`src/ntm_exp_pkg.sv`:
```
/*
 * Arithmetic definitions for the vector exponential unit.
 * Holds the Q4.12 sample format, the Taylor reciprocal table and the
 * stream and write-port structs shared by the buffer and the vector unit.
 * Referenced by scoped names from the RTL.
 */
`default_nettype none

package ntm_exp_pkg;

  ////////////////////////////////////////
  // Fixed-point format
  ////////////////////////////////////////

  // Signed Q4.12 samples
  localparam int DATA_W = 16;
  localparam int FRAC_W = 12;
  localparam int ONE_FX = 4096;

  // Accumulator width for term and sum, wide enough for inputs in -2..2
  localparam int ACC_W = 32;

  // Max buffer index width carried on the source write port
  localparam int IDX_W = 8;

  ////////////////////////////////////////
  // Taylor series constants
  ////////////////////////////////////////

  localparam int MAX_TERMS = 12;

  // 4096/k rounded to nearest, k = 1..MAX_TERMS
  localparam int RECIP [1:MAX_TERMS] = '{
    4096, 2048, 1365, 1024, 819, 683,
    585, 512, 455, 410, 372, 341
  };

  ////////////////////////////////////////
  // Types
  ////////////////////////////////////////

  typedef logic signed [DATA_W-1:0] sample_t;

  // Sample stream between buffer and vector unit
  typedef struct packed {
    logic    valid;
    sample_t sample;
  } stream_t;

  // Source memory write port
  typedef struct packed {
    logic             valid;
    logic [IDX_W-1:0] index;
    sample_t          sample;
  } src_write_t;

endpackage

`default_nettype wire

```
`src/ntm_apb_pkg.sv`:
```
/*
 * APB bus definitions for the exponential unit register block.
 * Request and response structs plus the register map offsets.
 */
`default_nettype none

package ntm_apb_pkg;

  localparam int ADDR_W  = 12;
  localparam int PDATA_W = 32;

  // Word index bits inside one sample window (64 words per window)
  localparam int WIN_IDX_W = 6;

  ////////////////////////////////////////
  // Register map
  ////////////////////////////////////////

  localparam logic [ADDR_W-1:0] CTRL_ADDR   = 12'h000;  // bit 0 starts a run
  localparam logic [ADDR_W-1:0] SIZE_ADDR   = 12'h004;
  localparam logic [ADDR_W-1:0] STATUS_ADDR = 12'h008;  // bit 0 BUSY, bit 1 DONE
  localparam logic [ADDR_W-1:0] SRC_BASE    = 12'h100;
  localparam logic [ADDR_W-1:0] RES_BASE    = 12'h200;

  typedef struct packed {
    logic               psel;
    logic               penable;
    logic               pwrite;
    logic [ADDR_W-1:0]  paddr;
    logic [PDATA_W-1:0] pwdata;
  } apb_req_t;

  typedef struct packed {
    logic [PDATA_W-1:0] prdata;
    logic               pready;
    logic               pslverr;
  } apb_rsp_t;

endpackage

`default_nettype wire

```
`src/ntm_scalar_exponentiator.sv`:
```
/*
 * Scalar e^x in Q4.12 by a truncated Taylor series of TERMS terms.
 * One term per cycle; ready pulses exactly TERMS cycles after start,
 * with the 16-bit truncated sum on data_out.
 */
`timescale 1ns/1ps
`default_nettype none

module ntm_scalar_exponentiator #(
  parameter int TERMS = 8
) (
  input  wire                  CLK,
  input  wire                  RST,
  input  wire                  start,
  output logic                 ready,
  input  wire ntm_exp_pkg::sample_t data_in,
  output ntm_exp_pkg::sample_t data_out
);

  localparam int K_W   = $clog2(ntm_exp_pkg::MAX_TERMS + 1);
  localparam int ACC_W = ntm_exp_pkg::ACC_W;

  ////////////////////////////////////////
  // Signals
  ////////////////////////////////////////

  // Control
  logic           busy;
  logic [K_W-1:0] k;
  logic           last_step;

  // Datapath
  ntm_exp_pkg::sample_t    x_q;
  logic signed [ACC_W-1:0] term_q;
  logic signed [ACC_W-1:0] sum_q;
  logic signed [ACC_W-1:0] step_mul;
  logic signed [ACC_W-1:0] term_next;
  logic signed [ACC_W-1:0] sum_next;

  ////////////////////////////////////////
  // Next term
  ////////////////////////////////////////

  // term * x, then * 1/k, each rescaled by FRAC_W
  always_comb begin
    step_mul  = (term_q * x_q) >>> ntm_exp_pkg::FRAC_W;
    term_next = (step_mul * ntm_exp_pkg::RECIP[k]) >>> ntm_exp_pkg::FRAC_W;
    sum_next  = sum_q + term_next;
  end

  assign last_step = busy && (k == K_W'(TERMS - 1));

  ////////////////////////////////////////
  // Control
  ////////////////////////////////////////

  always_ff @(posedge CLK or posedge RST) begin
    if (RST) begin
      busy  <= 1'b0;
      k     <= '0;
      ready <= 1'b0;
    end else begin
      ready <= 1'b0;
      if (start) begin
        busy <= 1'b1;
        k    <= K_W'(1);
      end else if (busy) begin
        k <= k + 1'b1;
        // Final term added this cycle
        if (last_step) begin
          busy  <= 1'b0;
          ready <= 1'b1;
        end
      end
    end
  end

  ////////////////////////////////////////
  // Datapath
  ////////////////////////////////////////

  always_ff @(posedge CLK) begin
    if (start) begin
      x_q    <= data_in;
      term_q <= ACC_W'(ntm_exp_pkg::ONE_FX);
      sum_q  <= ACC_W'(ntm_exp_pkg::ONE_FX);
    end else if (busy) begin
      term_q <= term_next;
      sum_q  <= sum_next;
    end
    // Truncate to sample width on the way out
    if (last_step) begin
      data_out <= sum_next[ntm_exp_pkg::DATA_W-1:0];
    end
  end

endmodule

`default_nettype wire

```
`src/ntm_exp_buffer.sv`:
```
/*
 * Source and result sample memories for the vector unit.
 * The read pointer answers data_in_request one cycle later, the write
 * pointer stores each data_out result. Result reads from the bus are
 * registered. Both pointers restart on start.
 */
`timescale 1ns/1ps
`default_nettype none

module ntm_exp_buffer #(
  parameter int DEPTH = 16
) (
  input  wire                            CLK,
  input  wire                            RST,
  input  wire                            start,
  input  wire ntm_exp_pkg::src_write_t   src_wr,
  input  wire                            data_in_request,
  output ntm_exp_pkg::stream_t           data_in,
  input  wire ntm_exp_pkg::stream_t      data_out,
  input  wire                            res_rd_en,
  input  wire [$clog2(DEPTH)-1:0]        res_rd_index,
  output ntm_exp_pkg::sample_t           res_rd_data
);

  localparam int AW = $clog2(DEPTH);

  ////////////////////////////////////////
  // Storage
  ////////////////////////////////////////

  ntm_exp_pkg::sample_t src_mem [DEPTH];
  ntm_exp_pkg::sample_t res_mem [DEPTH];

  logic [AW-1:0]        rd_ptr;
  logic [AW-1:0]        wr_ptr;
  logic                 in_valid;
  ntm_exp_pkg::sample_t in_sample;

  assign data_in = '{valid: in_valid, sample: in_sample};

  // Pointers and response valid
  always_ff @(posedge CLK or posedge RST) begin
    if (RST) begin
      rd_ptr   <= '0;
      wr_ptr   <= '0;
      in_valid <= 1'b0;
    end else begin
      in_valid <= data_in_request;
      if (start) begin
        rd_ptr <= '0;
        wr_ptr <= '0;
      end else begin
        if (data_in_request) begin
          rd_ptr <= rd_ptr + 1'b1;
        end
        if (data_out.valid) begin
          wr_ptr <= wr_ptr + 1'b1;
        end
      end
    end
  end

  // Memory ports
  always_ff @(posedge CLK) begin
    if (src_wr.valid) begin
      src_mem[src_wr.index[AW-1:0]] <= src_wr.sample;
    end
    if (data_in_request) begin
      in_sample <= src_mem[rd_ptr];
    end
    if (data_out.valid) begin
      res_mem[wr_ptr] <= data_out.sample;
    end
    // Bus side read, data one cycle after enable
    if (res_rd_en) begin
      res_rd_data <= res_mem[res_rd_index];
    end
  end

endmodule

`default_nettype wire

```
`src/ntm_vector_exponentiator.sv`:
```
/*
 * Vector e^x control. Pulls size samples from the buffer one at a time,
 * runs each through the scalar unit and returns the result on data_out.
 * Pulses ready after the last element.
 */
`timescale 1ns/1ps
`default_nettype none

module ntm_vector_exponentiator #(
  parameter int TERMS = 8,
  parameter int DEPTH = 16
) (
  input  wire                         CLK,
  input  wire                         RST,
  input  wire                         start,
  output logic                        ready,
  input  wire [$clog2(DEPTH):0]       size,
  output logic                        data_in_request,
  input  wire ntm_exp_pkg::stream_t   data_in,
  output ntm_exp_pkg::stream_t        data_out
);

  localparam int SIZE_W = $clog2(DEPTH) + 1;

  typedef enum logic [1:0] {
    STARTER_STATE,
    INPUT_STATE,
    ENDER_STATE
  } state_t;

  ////////////////////////////////////////
  // Signals
  ////////////////////////////////////////

  state_t              state_q;
  logic [SIZE_W-1:0]   index_loop;
  logic [SIZE_W-1:0]   size_q;

  // Scalar unit handshake
  logic                 start_scalar;
  logic                 ready_scalar;
  ntm_exp_pkg::sample_t data_in_scalar;
  ntm_exp_pkg::sample_t data_out_scalar;

  // Result stream
  logic                 out_valid;
  ntm_exp_pkg::sample_t out_sample;

  // Request held until the buffer answers
  assign data_in_request = (state_q == INPUT_STATE) && !data_in.valid;
  assign data_out        = '{valid: out_valid, sample: out_sample};

  ////////////////////////////////////////
  // Control FSM
  ////////////////////////////////////////

  always_ff @(posedge CLK or posedge RST) begin
    if (RST) begin
      state_q      <= STARTER_STATE;
      index_loop   <= '0;
      size_q       <= '0;
      ready        <= 1'b0;
      start_scalar <= 1'b0;
      out_valid    <= 1'b0;
    end else begin
      // Pulses by default low
      ready        <= 1'b0;
      start_scalar <= 1'b0;
      out_valid    <= 1'b0;
      case (state_q)
        STARTER_STATE: begin
          if (start) begin
            index_loop <= '0;
            size_q     <= size;
            state_q    <= INPUT_STATE;
          end
        end
        INPUT_STATE: begin
          // Every sample gets its own scalar start
          if (data_in.valid) begin
            start_scalar <= 1'b1;
            state_q      <= ENDER_STATE;
          end
        end
        ENDER_STATE: begin
          if (ready_scalar) begin
            out_valid <= 1'b1;
            if (index_loop == size_q - 1'b1) begin
              ready   <= 1'b1;
              state_q <= STARTER_STATE;
            end else begin
              index_loop <= index_loop + 1'b1;
              state_q    <= INPUT_STATE;
            end
          end
        end
        default: begin
          state_q <= STARTER_STATE;
        end
      endcase
    end
  end

  ////////////////////////////////////////
  // Sample and result registers
  ////////////////////////////////////////

  always_ff @(posedge CLK) begin
    if (state_q == INPUT_STATE && data_in.valid) begin
      data_in_scalar <= data_in.sample;
    end
    if (state_q == ENDER_STATE && ready_scalar) begin
      out_sample <= data_out_scalar;
    end
  end

  ntm_scalar_exponentiator #(
    .TERMS(TERMS)
  ) u_scalar_exponentiator (
    .CLK     (CLK),
    .RST     (RST),
    .start   (start_scalar),
    .ready   (ready_scalar),
    .data_in (data_in_scalar),
    .data_out(data_out_scalar)
  );

endmodule

`default_nettype wire

```
`src/ntm_exp_apb_slave.sv`:
```
/*
 * APB register block of the exponential unit.
 * Decodes CTRL, SIZE, STATUS and the source and result windows, keeps
 * BUSY and DONE, and adds one wait state on result window reads.
 */
`timescale 1ns/1ps
`default_nettype none

module ntm_exp_apb_slave #(
  parameter int DEPTH = 16
) (
  input  wire                            CLK,
  input  wire                            RST,
  input  wire ntm_apb_pkg::apb_req_t     apb_req,
  output ntm_apb_pkg::apb_rsp_t          apb_rsp,
  output logic                           start,
  output logic [$clog2(DEPTH):0]         size,
  input  wire                            ready,
  output ntm_exp_pkg::src_write_t        src_wr,
  output logic                           res_rd_en,
  output logic [$clog2(DEPTH)-1:0]       res_rd_index,
  input  wire ntm_exp_pkg::sample_t      res_rd_data
);

  localparam int AW     = $clog2(DEPTH);
  localparam int SIZE_W = AW + 1;
  localparam int WIN_W  = ntm_apb_pkg::WIN_IDX_W;
  localparam int ADDR_W = ntm_apb_pkg::ADDR_W;
  localparam int DW     = ntm_exp_pkg::DATA_W;

  ////////////////////////////////////////
  // Signals
  ////////////////////////////////////////

  logic access;
  logic ctrl_hit, size_hit, status_hit, src_hit, res_hit;
  logic map_err, idx_err, size_err, err;
  logic res_read, rd_wait, wr_en;

  logic [WIN_W-1:0]              win_idx;
  logic [ntm_exp_pkg::IDX_W-1:0] src_idx;

  // Registers
  logic [SIZE_W-1:0] size_q;
  logic              busy_q;
  logic              done_q;

  ////////////////////////////////////////
  // Address decode
  ////////////////////////////////////////

  assign access  = apb_req.psel && apb_req.penable;
  assign win_idx = apb_req.paddr[WIN_W+1:2];
  assign src_idx = {{(ntm_exp_pkg::IDX_W - WIN_W){1'b0}}, win_idx};

  always_comb begin
    ctrl_hit   = (apb_req.paddr == ntm_apb_pkg::CTRL_ADDR);
    size_hit   = (apb_req.paddr == ntm_apb_pkg::SIZE_ADDR);
    status_hit = (apb_req.paddr == ntm_apb_pkg::STATUS_ADDR);
    // Windows are word aligned
    src_hit = (apb_req.paddr[ADDR_W-1:WIN_W+2] == ntm_apb_pkg::SRC_BASE[ADDR_W-1:WIN_W+2])
              && (apb_req.paddr[1:0] == 2'b00);
    res_hit = (apb_req.paddr[ADDR_W-1:WIN_W+2] == ntm_apb_pkg::RES_BASE[ADDR_W-1:WIN_W+2])
              && (apb_req.paddr[1:0] == 2'b00);

    // Error sources
    map_err  = !(ctrl_hit || size_hit || status_hit || src_hit || res_hit);
    idx_err  = (src_hit || res_hit) && (win_idx >= DEPTH);
    size_err = size_hit && apb_req.pwrite
               && (apb_req.pwdata == '0 || apb_req.pwdata > DEPTH);
    err      = map_err || idx_err || size_err;
  end

  ////////////////////////////////////////
  // Handshake
  ////////////////////////////////////////

  // Result reads wait one cycle for the registered memory
  assign res_read     = access && !apb_req.pwrite && res_hit && !idx_err;
  assign res_rd_en    = res_read && !rd_wait;
  assign res_rd_index = win_idx[AW-1:0];
  assign wr_en        = access && apb_req.pwrite && !err;

  always_comb begin
    apb_rsp.pready  = access && (!res_read || rd_wait);
    apb_rsp.pslverr = apb_rsp.pready && err;
    apb_rsp.prdata  = '0;
    if (size_hit) begin
      apb_rsp.prdata[SIZE_W-1:0] = size_q;
    end else if (status_hit) begin
      apb_rsp.prdata[1:0] = {done_q, busy_q};
    end else if (res_hit) begin
      apb_rsp.prdata[DW-1:0] = res_rd_data;
    end
  end

  // Source window writes go straight to the buffer
  assign src_wr = '{valid:  wr_en && src_hit,
                    index:  src_idx,
                    sample: apb_req.pwdata[DW-1:0]};

  assign size = size_q;

  ////////////////////////////////////////
  // Register state
  ////////////////////////////////////////

  always_ff @(posedge CLK or posedge RST) begin
    if (RST) begin
      rd_wait <= 1'b0;
      size_q  <= SIZE_W'(DEPTH);
      busy_q  <= 1'b0;
      done_q  <= 1'b0;
      start   <= 1'b0;
    end else begin
      rd_wait <= res_read && !rd_wait;
      start   <= 1'b0;
      if (wr_en && size_hit) begin
        size_q <= apb_req.pwdata[SIZE_W-1:0];
      end
      // START while BUSY is dropped silently
      if (wr_en && ctrl_hit && apb_req.pwdata[0] && !busy_q) begin
        start  <= 1'b1;
        busy_q <= 1'b1;
        done_q <= 1'b0;
      end else if (ready) begin
        busy_q <= 1'b0;
        done_q <= 1'b1;
      end
    end
  end

endmodule

`default_nettype wire

```
`src/ntm_exp_top.sv`:
```
/*
 * Top of the APB vector exponential unit.
 * Sets TERMS and DEPTH and connects the register block, the sample
 * buffer and the vector unit.
 */
`timescale 1ns/1ps
`default_nettype none

module ntm_exp_top #(
  parameter int TERMS = 8,
  parameter int DEPTH = 16
) (
  input  wire                        CLK,
  input  wire                        RST,
  input  wire ntm_apb_pkg::apb_req_t apb_req,
  output ntm_apb_pkg::apb_rsp_t      apb_rsp
);

  localparam int AW = $clog2(DEPTH);

  ////////////////////////////////////////
  // Interconnect
  ////////////////////////////////////////

  // Slave to vector unit
  logic          start;
  logic          ready;
  logic [AW:0]   size;

  // Slave to buffer
  ntm_exp_pkg::src_write_t src_wr;
  logic                    res_rd_en;
  logic [AW-1:0]           res_rd_index;
  ntm_exp_pkg::sample_t    res_rd_data;

  // Buffer to vector unit
  logic                 data_in_request;
  ntm_exp_pkg::stream_t data_in;
  ntm_exp_pkg::stream_t data_out;

  ntm_exp_apb_slave #(
    .DEPTH(DEPTH)
  ) u_apb_slave (
    .CLK         (CLK),
    .RST         (RST),
    .apb_req     (apb_req),
    .apb_rsp     (apb_rsp),
    .start       (start),
    .size        (size),
    .ready       (ready),
    .src_wr      (src_wr),
    .res_rd_en   (res_rd_en),
    .res_rd_index(res_rd_index),
    .res_rd_data (res_rd_data)
  );

  ntm_exp_buffer #(
    .DEPTH(DEPTH)
  ) u_buffer (
    .CLK            (CLK),
    .RST            (RST),
    .start          (start),
    .src_wr         (src_wr),
    .data_in_request(data_in_request),
    .data_in        (data_in),
    .data_out       (data_out),
    .res_rd_en      (res_rd_en),
    .res_rd_index   (res_rd_index),
    .res_rd_data    (res_rd_data)
  );

  ntm_vector_exponentiator #(
    .TERMS(TERMS),
    .DEPTH(DEPTH)
  ) u_vector_exponentiator (
    .CLK            (CLK),
    .RST            (RST),
    .start          (start),
    .ready          (ready),
    .size           (size),
    .data_in_request(data_in_request),
    .data_in        (data_in),
    .data_out       (data_out)
  );

endmodule

`default_nettype wire

```
`config.mk`:
```
export PLATFORM = sky130hd
export DESIGN_NAME = ntm_exp_top
export DESIGN_NICKNAME = d
export VERILOG_FILES = /design/src/ntm_exp_pkg.sv /design/src/ntm_apb_pkg.sv /design/src/ntm_scalar_exponentiator.sv /design/src/ntm_exp_buffer.sv /design/src/ntm_vector_exponentiator.sv /design/src/ntm_exp_apb_slave.sv /design/src/ntm_exp_top.sv
export SDC_FILE = /design/constraint.sdc
export NUM_CORES = 2
export LEC_CHECK = 0
export BUFFER_PORTS_ARGS = -buffer_cell sky130_fd_sc_hd__buf_2
export CORE_ASPECT_RATIO = 1.4
export CORE_MARGIN = 4
export CORE_UTILIZATION = 36
export DETAILED_ROUTE_END_ITERATION = 8
export PLACE_DENSITY = 0.57
export RECOVER_POWER = 50
export SYNTH_ARGS = -nofsm -noshare
export SYNTH_HDL_FRONTEND = slang
export SYNTH_SLANG_ARGS = --single-unit
```
`constraint.sdc`:
```
create_clock -name CLK -period 36.9 [get_ports CLK]
set_input_delay 5.535 -clock CLK [delete_from_list [all_inputs] [get_ports CLK]]
set_output_delay 5.535 -clock CLK [all_outputs]
set_load 0.1 [all_outputs]
```
# Yosys cells after proc, flatten, opt, wreduce, memory -nomap -nowiden
# Memories as Yosys holds them, arrays and structs flattened. A register that Yosys moved wholly into a read port is not among the register bits.
# Cells that the tools add are included.
# op_classes
addsub	6
n_mul	2
order_cmp	3
eq_ne	12
n_mux	44
bitwise_logic	1
reduce_logical	52
# op_table
op	n
$mux 32	2
$add 32x20->32	1
$gt 32x5->1 const B	1
$logic_not 32->1	1
$mul 20x16->32	1
$mul 20x32->32	1
$mux 4	6
$logic_and 1x1->1	23
$mux 1	23
$mux 5	4
$mux 16	1
$mux 14	1
$add 4x1->4 const B	3
$eq 12x3->1 const B	1
$eq 12x4->1 const B	1
$logic_not 12->1	1
$mux 11	1
$pmux 5 s2	1
$reduce_bool 2->1	5
$logic_or 1x1->1	9
$logic_not 1->1	8
$mux 2	4
$ne 2x2->1 const B	4
$ge 6x5->1 const B	1
15 further kinds	16
# totals
ff_bits	155
ram_bits	512
rom_bits	512
in_bits	49
output_inout_bits	34
wordCells	146
n_memories	3
# memory_table
name	words	width	read_ports	rd_ports_with_merged_regs	write_ports	line	rtl
(no name shown)	16	32	1	0	0	ntm_scalar_exponentiator.sv:47	term_next = (step_mul * ntm_exp_pkg::RECIP[k]) >>> ntm_exp_pkg::FRAC_W;
u_buffer.res_mem	16	16	1	1	1	ntm_exp_buffer.sv:32	ntm_exp_pkg::sample_t res_mem [DEPTH];
u_buffer.src_mem	16	16	1	1	1	ntm_exp_buffer.sv:31	ntm_exp_pkg::sample_t src_mem [DEPTH];

# Depth between registers and ports, before layout
# depth
depth_word	14
depth_mapped	61
ltp_nobuf	59

# By module
# Synthesis repeated with hierarchy kept, for this count alone.
# unflattened
cells_unflattened	3609
area_unflattened_um2	46146.8
# by_module_without_submodules
mod	n_inst	cells_each	area_each_um2	seq_area_each_um2
ntm_scalar_exponentiator	1	2469	22476.6	1831.8
ntm_exp_buffer	1	903	20783.7	16560.9
ntm_vector_exponentiator	1	109	1793.0	1336.3
ntm_exp_apb_slave	1	128	1093.5	226.5

# Least setup slack after synthesis
# Ideal clock, no wire load.
# synth_path
path_type	in2out
from	input port apb_req[43] (netlist name)
to	output port apb_rsp[0] (netlist name)
arrival_time_ps	9118
required_ps	31365
slack_ps	22247
path_stages	8
cell_sequence	nor4_1 > nand2_1 > nor4_1 > and3b_1 > clkbuf_1 > o311a_1 > a2111oi_0 > nor3_1
# synth_rtl
item	line	rtl
from (decl)	ntm_exp_top.sv:15	input wire ntm_apb_pkg::apb_req_t apb_req,
to (decl)	ntm_exp_top.sv:16	output ntm_apb_pkg::apb_rsp_t apb_rsp

# Worst setup path in the final report
# layout_path
from	register u_vector_exponentiator.u_scalar_exponentiator.x_q[7]
to	register u_vector_exponentiator.u_scalar_exponentiator.sum_q[15]
# layout_between
elab_chain_cells	3
# layout_rtl
item	line	rtl
from (decl)	ntm_scalar_exponentiator.sv:33	ntm_exp_pkg::sample_t x_q;
from (signal assigned)	ntm_scalar_exponentiator.sv:84	x_q <= data_in;
$mul 20x16->32	ntm_scalar_exponentiator.sv:46	step_mul = (term_q * x_q) >>> ntm_exp_pkg::FRAC_W;
$mul 20x32->32	ntm_scalar_exponentiator.sv:47	
via u_vector_exponentiator.u_scalar_exponentiator.term_next[8]	ntm_scalar_exponentiator.sv:37	logic signed [ACC_W-1:0] term_next;
$add 32x20->32	ntm_scalar_exponentiator.sv:48	sum_next = sum_q + term_next;
to (signal assigned)	ntm_scalar_exponentiator.sv:86	sum_q <= ACC_W'(ntm_exp_pkg::ONE_FX);
to (signal assigned)	ntm_scalar_exponentiator.sv:89	sum_q <= sum_next;
to (decl)	ntm_scalar_exponentiator.sv:35	logic signed [ACC_W-1:0] sum_q;
# The timed path passes the listed nets, and every way through them passes these cells.
# A chain may end at the register's enable or synchronous reset.

==> reports/qor.txt <==
latest clock arrival within the worst-skew pair: 0.65 ns
remaining antenna violation count: 0
slew at the pin closest to its max-slew limit: 4.24 ns
remaining design rule violation count: 0
endpoints failing setup: 0
arrival time at the worst endpoint: 15.98 ns
unrepaired setup endpoints after global routing: false
Final TNS setup: 0 ns
routed wire length per instance: 21.5 um
via count of the first global-routing pass: 28708
hold_buf cts: 0
Worst setup EP type: register
hold violation count in the final report: 0
power density relative to cell area: 30.0 nW/um^2
number of synthesized flops with an enable pin: 608
total of cells resized after clock tree synthesis: 0
CTS H-tree depth: 2
CP most frequent cell: sky130_fd_sc_hd__fa_1
average cell area after synthesis: 13.0 um^2
top cell family by delay on the critical path: adder cells
period utilization: 41.9%
synthesized flop and latch total: 683
critical-path maximum fanout: 20
clock slew at reported path FFs: 0.07 ns
layout overhead on the synthesized area: 9.23%
starting DRC count in detailed routing: 1693
largest net degree at the start of global routing: 68
type of the worst setup path: register to register
final setup skew: 0.0260 ns
Max Fclk: 64.7 MHz
area of the mapped netlist: 46000 um^2
width of the chip: 310 um
portion of the post-synthesis area used by sequential elements: 43.4%
first-pass GRT wire length: 175000 um
Clock Root Buffer: sky130_fd_sc_hd__clkbuf_16
vias per inst: 5.00
Final GP Congestion: 0.854
ANT cells: 0
Primary FF master, synth: sky130_fd_sc_hd__edfxtp_1
hold slack final: 0.419 ns
GR Util All Layers: 17.3%
count of nets after finishing: 4374
Rows: 155
number of buffers inserted by post-CTS setup repair: 0
sequential cell area: 20000 um^2
number of buffers inserted during clock tree synthesis: 60
Die H: 431 um
Overall Power: 1.51 mW
fraction of final layout cells sized beyond drive strength 1: 11.8%
CP Launch Type: register
crit-path max cell delay: 1.07 ns
slowest stage cell, crit path: sky130_fd_sc_hd__xor2_1
peak supply drop: 0.0401 mV
failing checks: capacitance limit, slew limit
number of library cell types mapped by synthesis: 84
post-DP HPWL: 82200 um
Synth warnings: 0
initial core utilization: 36.2%
Fillers: 11971
TritonCTS clock tree: yes
total overflow reported by the global router: 0
final critical-path required period: 15.45 ns
detailed-router iteration count before antenna repair: 6
proportion of register bits with asynchronous set or reset after synthesis: 5.71%
I/O pin count: 83
worst-case headroom to the max-slew limit: -183%
placeable core region: 127000 um^2
TritonCTS Sinks: 683
number of cells produced by synthesis: 3536
highest-count cells in the layout ignoring fill and taps: sky130_fd_sc_hd__inv_1 (613), sky130_fd_sc_hd__edfxtp_1 (608), sky130_fd_sc_hd__fa_1 (479), sky130_fd_sc_hd__nand2_1 (298), sky130_fd_sc_hd__ha_1 (256)
max-slew violation total from the final report: 171
IO buf count: 66
die area: 134000 um^2
leak pwr: 20.3 nW
result of the run: finished, violations left
most common cell after layout, fill and taps aside: sky130_fd_sc_hd__inv_1
routed vias: 26410
number of buffer and inverter instances along the worst setup path: 9
worst min-delay path class: register to register
multi-input gate area in the final layout: 23200 um^2
Critical Path RT: 37.42 ns
number of antenna violations at the first check in global routing: 2
Total Wirelength: 113000 um
clk buf depth: 3
MaxCap Viol Count: 4
synthesized netlist by cell type, types with 3 or more instances:
| library cell | number | area (um^2) |
|---|---|---|
| sky130_fd_sc_hd__a211o_1 | 3 | 26.3 |
| sky130_fd_sc_hd__a211oi_1 | 6 | 45.0 |
| sky130_fd_sc_hd__a21o_1 | 25 | 188 |
| sky130_fd_sc_hd__a21oi_1 | 38 | 190 |
| sky130_fd_sc_hd__a22o_1 | 6 | 52.6 |
| sky130_fd_sc_hd__a22oi_1 | 3 | 22.5 |
| sky130_fd_sc_hd__a31o_2 | 3 | 26.3 |
| sky130_fd_sc_hd__a31oi_1 | 7 | 43.8 |
| sky130_fd_sc_hd__a41oi_1 | 3 | 26.3 |
| sky130_fd_sc_hd__and2_1 | 183 | 1140 |
| sky130_fd_sc_hd__and3_1 | 5 | 31.3 |
| sky130_fd_sc_hd__buf_1 | 22 | 82.6 |
| sky130_fd_sc_hd__buf_2 | 3 | 15.0 |
| sky130_fd_sc_hd__buf_4 | 16 | 120 |
| sky130_fd_sc_hd__clkbuf_1 | 115 | 432 |
| sky130_fd_sc_hd__dfrtp_1 | 38 | 951 |
| sky130_fd_sc_hd__dfxtp_1 | 36 | 721 |
| sky130_fd_sc_hd__edfxtp_1 | 608 | 18300 |
| sky130_fd_sc_hd__fa_1 | 479 | 9590 |
| sky130_fd_sc_hd__ha_1 | 256 | 3200 |
| sky130_fd_sc_hd__inv_1 | 614 | 2300 |
| sky130_fd_sc_hd__mux2_2 | 9 | 101 |
| sky130_fd_sc_hd__mux2i_1 | 36 | 360 |
| sky130_fd_sc_hd__mux4_2 | 160 | 3600 |
| sky130_fd_sc_hd__nand2_1 | 298 | 1120 |
| sky130_fd_sc_hd__nand2b_1 | 28 | 175 |
| sky130_fd_sc_hd__nand3_1 | 17 | 85.1 |
| sky130_fd_sc_hd__nand4_1 | 14 | 87.6 |
| sky130_fd_sc_hd__nor2_1 | 253 | 950 |
| sky130_fd_sc_hd__nor2b_1 | 17 | 106 |
| sky130_fd_sc_hd__nor3_1 | 18 | 90.1 |
| sky130_fd_sc_hd__nor3b_1 | 4 | 30.0 |
| sky130_fd_sc_hd__nor4_1 | 11 | 68.8 |
| sky130_fd_sc_hd__o211ai_1 | 4 | 30.0 |
| sky130_fd_sc_hd__o21a_1 | 4 | 30.0 |
| sky130_fd_sc_hd__o21ai_0 | 12 | 60.1 |
| sky130_fd_sc_hd__o21bai_1 | 7 | 52.6 |
| sky130_fd_sc_hd__o22ai_1 | 5 | 31.3 |
| sky130_fd_sc_hd__or2_2 | 10 | 62.6 |
| sky130_fd_sc_hd__xnor2_1 | 76 | 666 |
| sky130_fd_sc_hd__xor2_1 | 30 | 263 |
flip-flops by register name, summed over array words and instances (netlist names), 2 cells and up:
register and flops:
u_vector_exponentiator.size_q 5, u_vector_exponentiator.state_q 2, u_vector_exponentiator.u_scalar_exponentiator.x_q 16, u_buffer.wr_ptr 4, u_vector_exponentiator.out_sample 16, u_vector_exponentiator.u_scalar_exponentiator.term_q 20
u_buffer.res_mem 256, u_vector_exponentiator.u_scalar_exponentiator.k 4, u_buffer.in_sample 16, u_vector_exponentiator.data_in_scalar 16, u_buffer.rd_ptr 4, u_vector_exponentiator.u_scalar_exponentiator.sum_q 16
u_apb_slave.size 5, u_buffer.res_rd_data 16, u_vector_exponentiator.u_scalar_exponentiator.data_out 16, u_buffer.src_mem 256, u_vector_exponentiator.index_loop 5
report_power, final:
part | switching [mW] | internal [mW]
logic | 0.0234 | 0.0114
clock network | 0.285 | 0.354
registers | 0.00000330 | 0.835
per-layer routing:
metal | part of all wire, % | vias to the layer above | global-route usage [%]
li1 | - | 11776 | -
met4 | 3.3 | 0 | 5.21
met3 | 4.4 | 196 | 1.90
met1 | 39 | 13751 | 21.4
met2 | 53 | 687 | 31.6
met5 | 0 | - | 0
final timing paths:
path                       slack, ns              startpoint  depth (start not counted)                                         to
setup / recovery               21.45                register                         53                                   register
hold / removal                  0.42  u_buffer.in_sample[12]                          0  u_vector_exponentiator.data_in_scalar[12]
setup reg to reg               21.45                register                         53                                   register
hold reg to reg                 0.42  u_buffer.in_sample[12]                          0  u_vector_exponentiator.data_in_scalar[12]
max in group asynchronous      31.30                     RST                          3                         u_buffer.rd_ptr[0]
min in group asynchronous       5.04                     RST                          3                 asynchronous set/reset pin
worst reg2reg max path: cells and delay by family, from the launching register on:
family	cells	cell delay (ns)
AO/OA/AOI/OAI	14	2.64
AND/OR/NAND/NOR	10	1.67
flip-flops	1	0.98
adder cells (fa/ha/maj)	16	7.57
buffers and inverters	9	0.60
XOR/XNOR	2	1.40
multiplexers	2	0.48
through the flow:
stage | util, % | setup WS, ns | cell area (um^2) | instances
2_1_floorplan | - | 22.25 | 46100 | 3551
3_3_place_gp | 38.0 | 21.55 | 48400 | 5176
3_5_place_dp | 38.0 | 21.46 | 48400 | 5176
4_1_cts | 39.6 | 21.43 | 50400 | 5283
5_1_grt | 39.5 | 20.73 | 50300 | 5283
6_report | 39.5 | 21.45 | 50300 | 5283
cell families after synthesis:
group                      share of synthesized area, %
and+or+nand+nor                                    8.87
adders and majority gates                          27.8
AOI/OAI and AO/OA                                  2.62
xor gates and xnor gates                           2.05
other                                           0.00815
DFF                                                43.4
buffers and inverters                              6.44
muxes                                              8.86
final cells by class:
class / count / area share, %
multi-input combinational: 2097 / 46.2
sequential: 683 / 39.7
inverter: 614 / 4.58
tap: 1648 / 4.10
clock buffer: 75 / 3.22
timing repair buffer: 134 / 1.51
clock inverter: 32 / 0.704
(Power assumes the default switching activity.)
